$ cat src/verilog/wiscDecode_macros.svh
`ifndef WISC_DECODE_MACROS_SVH
`define WISC_DECODE_MACROS_SVH

// instruction word and program counter share one width.
`define WISC_WORD_WIDTH 16

// default number of instruction queue entries.
`define WISC_QUEUE_DEPTH 8

// program counter value after reset.
`define WISC_RESET_PC 16'd0

// byte step per fetched instruction.
`define WISC_PC_STEP 16'd2

`endif
$ cat src/verilog/wiscPkg.sv
`include "wiscDecode_macros.svh"

package wiscPkg;

	// tagged word from the fetch stage, 32 bits.
	typedef struct packed
	{
		logic [`WISC_WORD_WIDTH-1:0] pc;
		logic [`WISC_WORD_WIDTH-1:0] instr;
	} fetchPacket;

	// control bits from the control unit, 16 bits.
	typedef struct packed
	{
		logic [4:0] aluOp;
		logic regDst;
		logic aluSrc;
		logic branch;
		logic memRead;
		logic memWrite;
		logic jump;
		logic memToReg;
		logic regWrite;
		logic halt;
		logic zeroExt;
		logic i1Fmt;
	} ctrlSignals;

	// decode stage output, 57 bits.
	typedef struct packed
	{
		logic [`WISC_WORD_WIDTH-1:0] pc;
		ctrlSignals ctrl;
		logic [2:0] rs;
		logic [2:0] rt;
		logic [2:0] writeReg;
		logic [`WISC_WORD_WIDTH-1:0] immediate; // already extended.
	} decodedPacket;

endpackage

$ cat src/verilog/decodeTop.sv
`include "wiscDecode_macros.svh"

module decodeTop
(
	input  logic clk,
	input  logic reset,
	input  logic instrValid,
	input  logic [`WISC_WORD_WIDTH-1:0] instr,
	input  logic stall,
	output logic decodedValid,
	output wiscPkg::decodedPacket decoded,
	output logic halted,
	output logic full,
	output logic overflow
);

	logic push;
	logic pop;
	logic empty;
	wiscPkg::fetchPacket pushData;
	wiscPkg::fetchPacket popData;

	instrFetch instrFetch_inst
	(
		.clk(clk),
		.reset(reset),
		.instrValid(instrValid),
		.instr(instr),
		.push(push),
		.pushData(pushData)
	);

	instrQueue #(.depth(`WISC_QUEUE_DEPTH)) instrQueue_inst
	(
		.clk(clk),
		.reset(reset),
		.push(push),
		.pushData(pushData),
		.pop(pop),
		.popData(popData),
		.empty(empty),
		.full(full),
		.overflow(overflow)
	);

	decodeStage decodeStage_inst
	(
		.clk(clk),
		.reset(reset),
		.stall(stall),
		.empty(empty),
		.popData(popData),
		.pop(pop),
		.decodedValid(decodedValid),
		.decoded(decoded),
		.halted(halted)
	);

endmodule

$ cat src/verilog/decodeStage.sv
module decodeStage
(
	input  logic clk,
	input  logic reset,
	input  logic stall,
	input  logic empty,
	input  wiscPkg::fetchPacket popData,
	output logic pop,
	output logic decodedValid,
	output wiscPkg::decodedPacket decoded,
	output logic halted
);

	wiscPkg::ctrlSignals ctrl;
	logic err;
	logic [15:0] word;
	logic [2:0] writeReg;
	logic [15:0] immediate;

	assign word = popData.instr;
	assign pop = !empty && !stall && !halted;

	control control_inst
	(
		.opcode(word[15:11]),
		.regDst(ctrl.regDst),
		.aluSrc(ctrl.aluSrc),
		.aluOp(ctrl.aluOp),
		.branch(ctrl.branch),
		.memRead(ctrl.memRead),
		.memWrite(ctrl.memWrite),
		.jump(ctrl.jump),
		.memToReg(ctrl.memToReg),
		.regWrite(ctrl.regWrite),
		.err(err),
		.halt(ctrl.halt),
		.zeroExt(ctrl.zeroExt),
		.i1Fmt(ctrl.i1Fmt)
	);

	always_comb
	begin
		if (ctrl.regDst)
			writeReg = word[4:2];
		else if (ctrl.jump && ctrl.regWrite)
			writeReg = 3'd7; // link register.
		else if (ctrl.i1Fmt)
			writeReg = word[7:5];
		else
			writeReg = word[10:8];
		if (ctrl.i1Fmt)
			immediate = {{11{word[4] && !ctrl.zeroExt}}, word[4:0]};
		else if (ctrl.jump && !ctrl.aluSrc)
			immediate = {{5{word[10]}}, word[10:0]}; // pc relative displacement.
		else
			immediate = {{8{word[7] && !ctrl.zeroExt}}, word[7:0]};
	end

	always_ff @(posedge clk)
	begin
		if (reset)
		begin
			decodedValid <= 1'b0;
			halted       <= 1'b0;
		end
		else
		begin
			decodedValid <= pop;
			if (pop && ctrl.halt)
				halted <= 1'b1;
		end
	end

	always_ff @(posedge clk)
	begin
		if (pop)
			decoded <= '{pc: popData.pc, ctrl: ctrl, rs: word[10:8], rt: word[7:5],
				writeReg: writeReg, immediate: immediate};
	end

	errNeverOnKnownOpcode: assert property (@(posedge clk) disable iff (reset)
		pop && !$isunknown(word[15:11]) |-> !err);

endmodule

$ cat src/verilog/instrQueue.sv
`include "wiscDecode_macros.svh"

module instrQueue
#(
	parameter int depth = `WISC_QUEUE_DEPTH
)
(
	input  logic clk,
	input  logic reset,
	input  logic push,
	input  wiscPkg::fetchPacket pushData,
	input  logic pop,
	output wiscPkg::fetchPacket popData,
	output logic empty,
	output logic full,
	output logic overflow
);

	localparam int ptrW = (depth > 1) ? $clog2(depth) : 1;
	localparam int countW = $clog2(depth + 1);

	wiscPkg::fetchPacket mem [depth];
	logic [ptrW-1:0] wrPtr, rdPtr;
	logic [countW-1:0] count;
	logic write;

	assign write = push && !full;
	assign full = (count == countW'(depth));
	assign empty = (count == '0);
	assign popData = mem[rdPtr]; // head shown before the pop edge.

	always_ff @(posedge clk)
	begin
		if (reset)
		begin
			wrPtr    <= '0;
			rdPtr    <= '0;
			count    <= '0;
			overflow <= 1'b0;
		end
		else
		begin
			if (write)
				wrPtr <= (wrPtr == ptrW'(depth - 1)) ? '0 : wrPtr + ptrW'(1);
			if (pop)
				rdPtr <= (rdPtr == ptrW'(depth - 1)) ? '0 : rdPtr + ptrW'(1);
			if (write && !pop)
				count <= count + countW'(1);
			else if (pop && !write)
				count <= count - countW'(1);
			if (push && full)
				overflow <= 1'b1; // sticky until reset.
		end
	end

	always_ff @(posedge clk)
	begin
		if (write)
			mem[wrPtr] <= pushData;
	end

	// decode owns the empty check on pop.
	noPopWhenEmpty: assert property (@(posedge clk) disable iff (reset) pop |-> !empty);
	countBounded: assert property (@(posedge clk) disable iff (reset) count <= countW'(depth));

endmodule

$ cat src/verilog/instrFetch.sv
`include "wiscDecode_macros.svh"

module instrFetch
(
	input  logic clk,
	input  logic reset,
	input  logic instrValid,
	input  logic [`WISC_WORD_WIDTH-1:0] instr,
	output logic push,
	output wiscPkg::fetchPacket pushData
);

	logic [`WISC_WORD_WIDTH-1:0] pc;

	// pc moves on every strobe, even when the queue later drops the word.
	always_ff @(posedge clk)
	begin
		if (reset)
		begin
			pc   <= `WISC_RESET_PC;
			push <= 1'b0;
		end
		else
		begin
			push <= instrValid;
			if (instrValid)
				pc <= pc + `WISC_PC_STEP;
		end
	end

	always_ff @(posedge clk)
	begin
		if (instrValid)
		begin
			pushData.pc    <= pc;
			pushData.instr <= instr;
		end
	end

endmodule

$ cat src/verilog/control.sv
module control
(
	input  logic [4:0] opcode,
	output logic regDst,
	output logic aluSrc,
	output logic [4:0] aluOp,
	output logic branch,
	output logic memRead,
	output logic memWrite,
	output logic jump,
	output logic memToReg,
	output logic regWrite,
	output logic err,
	output logic halt,
	output logic zeroExt,
	output logic i1Fmt
);

	assign aluOp = opcode;

	always_comb
	begin
		regDst   = 1'b0;
		aluSrc   = 1'b0;
		branch   = 1'b0;
		memRead  = 1'b0;
		memWrite = 1'b0;
		jump     = 1'b0;
		memToReg = 1'b0;
		regWrite = 1'b0;
		err      = 1'b0;
		halt     = 1'b0;
		zeroExt  = 1'b0;
		i1Fmt    = 1'b0;
		case (opcode)
			5'b0_0000:
			begin
				halt = 1'b1;
			end
			5'b0_0001, 5'b0_0010, 5'b0_0011:
			begin
				// nop and friends set nothing.
			end
			5'b0_0100:
			begin
				jump = 1'b1;
			end
			5'b0_0101:
			begin
				jump = 1'b1; aluSrc = 1'b1;
			end
			5'b0_0110:
			begin
				jump = 1'b1; regWrite = 1'b1; // link.
			end
			5'b0_0111:
			begin
				jump = 1'b1; regWrite = 1'b1; aluSrc = 1'b1;
			end
			5'b0_1000, 5'b0_1001, 5'b1_0100, 5'b1_0101, 5'b1_0111:
			begin
				i1Fmt = 1'b1; aluSrc = 1'b1; regWrite = 1'b1;
			end
			5'b0_1010, 5'b0_1011:
			begin
				i1Fmt = 1'b1; aluSrc = 1'b1; regWrite = 1'b1; zeroExt = 1'b1;
			end
			5'b0_1100, 5'b0_1101, 5'b0_1110, 5'b0_1111:
			begin
				aluSrc = 1'b1; branch = 1'b1;
			end
			5'b1_0000:
			begin
				i1Fmt = 1'b1; aluSrc = 1'b1;
				memWrite = 1'b1; memRead = 1'b1; memToReg = 1'b1;
			end
			5'b1_0001:
			begin
				i1Fmt = 1'b1; aluSrc = 1'b1;
				memRead = 1'b1; memToReg = 1'b1; regWrite = 1'b1;
			end
			5'b1_0010:
			begin
				regWrite = 1'b1; aluSrc = 1'b1; zeroExt = 1'b1;
			end
			5'b1_0011:
			begin
				i1Fmt = 1'b1; aluSrc = 1'b1;
				memWrite = 1'b1; memRead = 1'b1; regWrite = 1'b1;
			end
			5'b1_0110:
			begin
				i1Fmt = 1'b1; regWrite = 1'b1;
			end
			5'b1_1000:
			begin
				regWrite = 1'b1; aluSrc = 1'b1;
			end
			5'b1_1001, 5'b1_1010, 5'b1_1011, 5'b1_1100,
			5'b1_1101, 5'b1_1110, 5'b1_1111:
			begin
				regDst = 1'b1; regWrite = 1'b1;
			end
			default:
			begin
				err = 1'b1; // only reached on x or z.
			end
		endcase
	end

endmodule

$ cat config.mk
export PLATFORM = sky130hd
export DESIGN_NAME = decodeTop
export DESIGN_NICKNAME = d
export VERILOG_FILES = /design/src/verilog/wiscPkg.sv /design/src/verilog/decodeTop.sv /design/src/verilog/decodeStage.sv /design/src/verilog/instrQueue.sv /design/src/verilog/instrFetch.sv /design/src/verilog/control.sv
export VERILOG_INCLUDE_DIRS = /design/src /design/src/verilog
export SDC_FILE = /design/constraint.sdc
export NUM_CORES = 1
export LEC_CHECK = 0
export BUFFER_PORTS_ARGS = -buffer_cell sky130_fd_sc_hd__buf_4
export CAP_MARGIN = 10
export CORE_UTILIZATION = 58
export CTS_CLUSTER_DIAMETER = 50
export CTS_CLUSTER_SIZE = 8
export DETAILED_ROUTE_END_ITERATION = 10
export PLACE_DENSITY = 0.76
export SLEW_MARGIN = 10
export SYNTH_ARGS = -nofsm -noshare
export SYNTH_HDL_FRONTEND = slang
export SYNTH_HIERARCHICAL = 1
export SYNTH_SLANG_ARGS = --single-unit
$ cat constraint.sdc
create_clock -name clk -period 9.6 [get_ports clk]
set_input_delay 1.44 -clock clk [delete_from_list [all_inputs] [get_ports clk]]
set_output_delay 1.44 -clock clk [all_outputs]
set_load 0.1 [all_outputs]
==> results.cfg, run 1 <==
[final_layout]
n_antenna_cell = 0
drive_gt1_frac = 0.2840
nets = 819
syn_to_final_growth_pct = 15.96

[detailed_routing]
wl_per_cell_um = 23.46
via_count = 6806
detail_route.first_pass.iterations = 4
drc = 0
drtAntennaViolNets = 0
drt-vias-per-instance = 6.028
drtIter0Drc = 407
totalWireLength_um = 26490

[worst_setup_path]
cp_data_required_time_ns = 10.02
crit_type = input pin to flop
endpoint_kind = flop
cp_max_fo = 55
startpoint_type = input pin
arrival_ns = 4.16

[clock_tree]
cts.sinks = 371
insertion_delay_ns = 0.54
ctsHoldBuffers = 0
cts_tree = built
cts_resized = 0
postCtsSetupBuffers = 0
cts_buffers = 52
root_buffer = clkbuf_16
htree_levels = 2
max-clock-path-buffers = 3
clk_pin_slew_ns = 0.05

[placed_design]
hpwl_um = 13620
port_buffers = 80
gp_congestion = 0.8092

[timing]
slew-limit-headroom = 0.2596
worst_slew_pin_slew_ns = 1.105
slew_viol_final = 0
finalHoldViolCount = 0
tns_ns = 0
fin_hold_ws_ns = 0.4750
skew_ns = 0.02239
finalSetupViolations = 0
finalWorstPathRequiredPeriod_ns = 3.741
grt_setup_unrepaired = no
fin_crit_sh = 0.3897
fmax_mhz = 267.3

[floorplan]
rows = 56
die_w_um = 158.5
coreArea_um2 = 23750
start_util = 0.5979
die_y_um = 158.5
fp.dieArea_um2 = 25120
io_pins = 81

[power]
switching_share = 0.3234
ir_drop_mv = 0.2930
power.density_nw_per_um2 = 293.1
p_int_w = 0.003266
p_switching_w = 0.001561
pwr-share-clk = 0.329
p_comb_frac = 0.254
pwr-share-seq = 0.418
power_leakage_nw = 5.533

[global_route]
grt_max_degree = 65
grt_pass1_wl_um = 39720
antenna_found_initial = 0
first_global_vias = 7042
track_usage = 0.2208
grt_overflow = 0

[synth]
syn_area_per_cell_um2 = 20.76
syn-num-nets = 713
synthCells = 684
yosys_warnings = 6
synth_area_um2 = 14200

[run]
maxCapViolCount = 0

[run_status]
status = complete, no violations

[worst_hold_path]
hold_class = flop to flop
-- metrics by stage --
| step | instance area [µm²] | instances | power [W] | util | setup slack (ns) |
|---|---|---|---|---|---|
| after global routing | 16470 | 1129 | 0.004989 | 0.6934 | 5.714 |
| after global placement | 15060 | 1055 | 0.003237 | 0.6341 | 5.504 |
| after detailed placement | 15060 | 1055 | 0.003267 | 0.6341 | 5.334 |
| after CTS | 16470 | 1129 | 0.004865 | 0.6934 | 5.860 |
| final | 16470 | 1129 | 0.004827 | 0.6934 | 5.859 |
| after floorplan | 14200 | 684 | 0.003069 | - | 2.272 |
-- worst paths after layout --
path	from	to	slack [ns]	cells past startpoint
max	stall	instrQueue_inst/count[3]	5.86	11
min	instrFetch_inst/pc[15]	instrFetch_inst/pushData[31]	0.48	0
max reg2reg	flop	decodeStage_inst/decoded[9]	6.15	8
min reg2reg	instrFetch_inst/pc[15]	instrFetch_inst/pushData[31]	0.48	0
-- sequential cells by signal, indices dropped and copies added, names as in the netlist, named ones only --
name / flops
decodeStage_inst/decoded: 52
decodeStage_inst/decodedValid: 1
decodeStage_inst/halted: 1
instrFetch_inst/pc: 15
instrFetch_inst/push: 1
instrFetch_inst/pushData: 31
instrQueue_inst/count: 4
instrQueue_inst/mem: 256
instrQueue_inst/overflow: 1
instrQueue_inst/rdPtr: 3
instrQueue_inst/wrPtr: 3
-- power groups by stage --
| stage | clock network, W | registers (W) | logic, W |
|---|---|---|---|
| floorplan | 0 | 0.00253 | 0.000538 |
| global placement | 0 | 0.00203 | 0.00120 |
| detailed placement | 0 | 0.00204 | 0.00122 |
| CTS | 0.00162 | 0.00202 | 0.00123 |
| global route | 0.00168 | 0.00203 | 0.00128 |
| finish | 0.00159 | 0.00202 | 0.00122 |
-- layer usage --
metal	vias to the layer above	wire length, µm	track usage
met5	-	0	0
met4	0	551	0.08104
met3	50	1477	0.03756
met2	237	13830	0.3885
met1	3532	10630	0.2765
li1	2987	-	-
-- cells in the final DEF (no fill, tap or decap), drive strengths merged, types with 2 or more instances in the layout --
cell type	n
or3b	2
nand3b	2
o21ai	4
nand4	4
nor2	28
edfxtp	339
xnor2	2
dfxtp	32
inv	9
or3	2
o31ai	4
ha	8
mux2i	7
nand3	8
nor3	8
a211oi	3
mux2	38
buf	92
nor3b	3
nand2b	5
mux4	64
or4	5
nor4	9
nand2	14
clkbuf	73
xor2	4
nor2b	13
a21oi	18
-- critical path: stages --
cell and delay [ns]:
buf_4 0.12, nor3_2 0.16, buf_4 0.64, inv_1 0.19, ha_1 0.27, inv_1 0.13
ha_1 0.29, a21oi_1 0.23, a211oi_1 0.12, a31oi_1 0.20, mux2_2 0.36
-- final cells by class --
cell class / instances / area (µm²)
Inverter: 9 / 33.78
Fill cell: 1431 / 7283
Multi-Input combinational cell: 264 / 3112
Sequential cell: 371 / 10830
Tap cell: 319 / 399.1
Clock inverter: 1 / 7.507
Clock buffer: 73 / 1401
Timing Repair Buffer: 92 / 690.7
(Power assumes the default switching activity.)
==> run 2: changes to the inputs <==
- ABC_AREA: default -> 1
- clock period: 9.6 -> 3.9 ns (I/O delays scaled with it)
==> run 2 against run 1 <==
  * Sequential cell count unchanged
  * Clock power increased to 2.5 times the previous value
  * Largest cell class unchanged
  * Sequential power rose to 2.6 times the previous value
  * Setup slack got worse by 5.3 ns
  * Power grew to 3.1 times the previous value
==> results.cfg, run 2 <==
[final_layout]
regMostFlops = instrQueue_inst/mem
largest_register_ffs = 256
mostFrequentLayoutCells = edfxtp_1 (339), nor2_1 (320), nand2_1 (238)
fin_cells = 1732
n_antenna_cell = 0
finish.utilization = 0.6815
final_common_cell = edfxtp_1
drive_gt1_frac = 0.1384
final.fill_count = 1665
syn_to_final_growth_pct = 15.24
top_regs = instrQueue_inst/mem (256), decodeStage_inst/decoded (52), instrFetch_inst/pushData (31)
nets = 1397

[worst_setup_path]
cp.buffers_inverters = 2
cp_max_fo = 52
r2r_cells = 15
arrival_ns = 3.69
cp_num_cells = 15
crit_chain = inv_2 -> o21ai_0 -> nand2_1 -> nand2_1 -> nand2_1 -> nand2_1 -> inv_1 -> nand3_1 -> o21ai_1 -> nor2_1 -> nand3_1 -> nand2_1 -> nand2_1 -> nor2_1 -> nor2_1
critPathSlowestCell = dfxtp_4
r2r_slack_ns = 0.52
crit_type = flop to flop
endpoint_kind = flop
critical-path-top-delay-family = simple AND/OR/NAND/NOR gates
crit_end = decodeStage_inst/decoded[18]
critical-path-max-stage-delay_ns = 0.70
cp_data_required_time_ns = 4.21
startpoint_type = flop
cpMostUsedCell = nand2_1
r2r_end = decodeStage_inst/decoded[18]

[power]
ir_drop_mv = 1.069
p_comb_frac = 0.379
switching_share = 0.4166
p_int_w = 0.008733
pwr-share-seq = 0.353
power_leakage_nw = 6.545
power.density_nw_per_um2 = 872.2
p_switching_w = 0.006235
pwr-share-clk = 0.268

[detailed_routing]
wl_met1_um = 11810
via_count = 9469
drc = 0
detail_route.first_pass.iterations = 6
wl_met3_um = 2429
drtAntennaViolNets = 0
drt-vias-per-instance = 5.467
drtIter0Drc = 826
wl_per_cell_um = 17.46
routed.top_layer = met4
totalWireLength_um = 30240
dr_wl_met2_um = 15130

[clock_tree]
cts_tree = built
insertion_delay_ns = 0.55
ctsHoldBuffers = 0
cts_buffers = 52
htree_levels = 2
root_buffer = clkbuf_16
max-clock-path-buffers = 3
cts.sinks = 371
postCtsSetupBuffers = 0
cts_resized = 0
clk_pin_slew_ns = 0.05

[timing]
fin_crit_sh = 0.8667
fmax_mhz = 295.9
grt_setup_unrepaired = no
finalWorstPathRequiredPeriod_ns = 3.380
finalSetupViolations = 0
slew-limit-headroom = 0.4233
worst_slew_pin_slew_ns = 0.8651
slew_viol_final = 0
tns_ns = 0
finalHoldViolCount = 0
skew_ns = 0.02535

[global_route]
antenna_found_initial = 0
first_global_vias = 9286
track_usage = 0.2354
grt_max_degree = 79
grt_pass1_wl_um = 47090
grt_overflow = 0

[floorplan]
io_pins = 81
die_w_um = 162.2
start_util = 0.5914
fp.dieArea_um2 = 26320
coreArea_um2 = 25180
rows = 58
die_y_um = 162.2

[synth]
synthCells = 1278
yosys_warnings = 6
syn-num-nets = 1307
syn_area_per_cell_um2 = 11.65
synth_area_um2 = 14890

[worst_hold_path]
hold_class = input pin to flop

[placed_design]
gp_congestion = 0.8318
hpwl_um = 16280
post-place-cells = 1644
port_buffers = 80

[run_status]
status = complete, no violations

[run]
maxCapViolCount = 0
## run 2: through the flow
| stage | worst slack (ns) | cell area [µm²] | power [W] | hold slack, ns |
|---|---|---|---|---|
| 2_1_floorplan | 0.3125 | 14890 | 0.009963 | 0.4305 |
| 3_3_place_gp | 0.8271 | 15690 | 0.01083 | 0.4398 |
| 3_5_place_dp | 0.6330 | 15690 | 0.01096 | 0.4645 |
| 4_1_cts | 0.5935 | 17160 | 0.01500 | 0.1950 |
| 5_1_grt | 0.2278 | 17160 | 0.01565 | 0.1929 |
| 6_report | 0.5201 | 17160 | 0.01497 | 0.2103 |
## run 2: per-layer routing
metal | vias up | global-route usage
met5 | - | 0
met4 | 0 | 0.09991
met3 | 88 | 0.03856
met2 | 436 | 0.4079
met1 | 4435 | 0.2931
li1 | 4510 | -
## run 2: how the worst min path moves through the flow
stage,start,to,slack (ns),cells after the start
final,instr[4],instrFetch_inst/pushData[4],0.21,1
after detailed placement,instrFetch_inst/pc[15],instrFetch_inst/pushData[31],0.46,0
after global placement,instrQueue_inst/overflow,instrQueue_inst/overflow,0.44,2
after CTS,instr[6],instrFetch_inst/pushData[6],0.20,1
after floorplan,instrFetch_inst/pc[15],instrFetch_inst/pushData[31],0.43,0
after global routing,instr[6],instrFetch_inst/pushData[6],0.19,1
## run 2: power groups by stage
stage	Combinational [W]	Sequential (W)	Clock, W
finish	0.00568	0.00528	0.00401
global route	0.00610	0.00532	0.00423
CTS	0.00566	0.00528	0.00405
detailed placement	0.00560	0.00535	0
global placement	0.00549	0.00534	0
floorplan	0.00273	0.00723	0
## run 2: final cells by class
| cell class | count | area [µm²] | area share |
|---|---|---|---|
| Clock inverter | 3 | 22.52 | 0.001312 |
| Tap cell | 330 | 412.9 | 0.02406 |
| Clock buffer | 85 | 1446 | 0.08428 |
| Timing Repair Buffer | 101 | 770.7 | 0.04491 |
| Multi-Input combinational cell | 791 | 3490 | 0.2033 |
| Inverter | 51 | 193.9 | 0.01130 |
| Sequential cell | 371 | 10830 | 0.6308 |
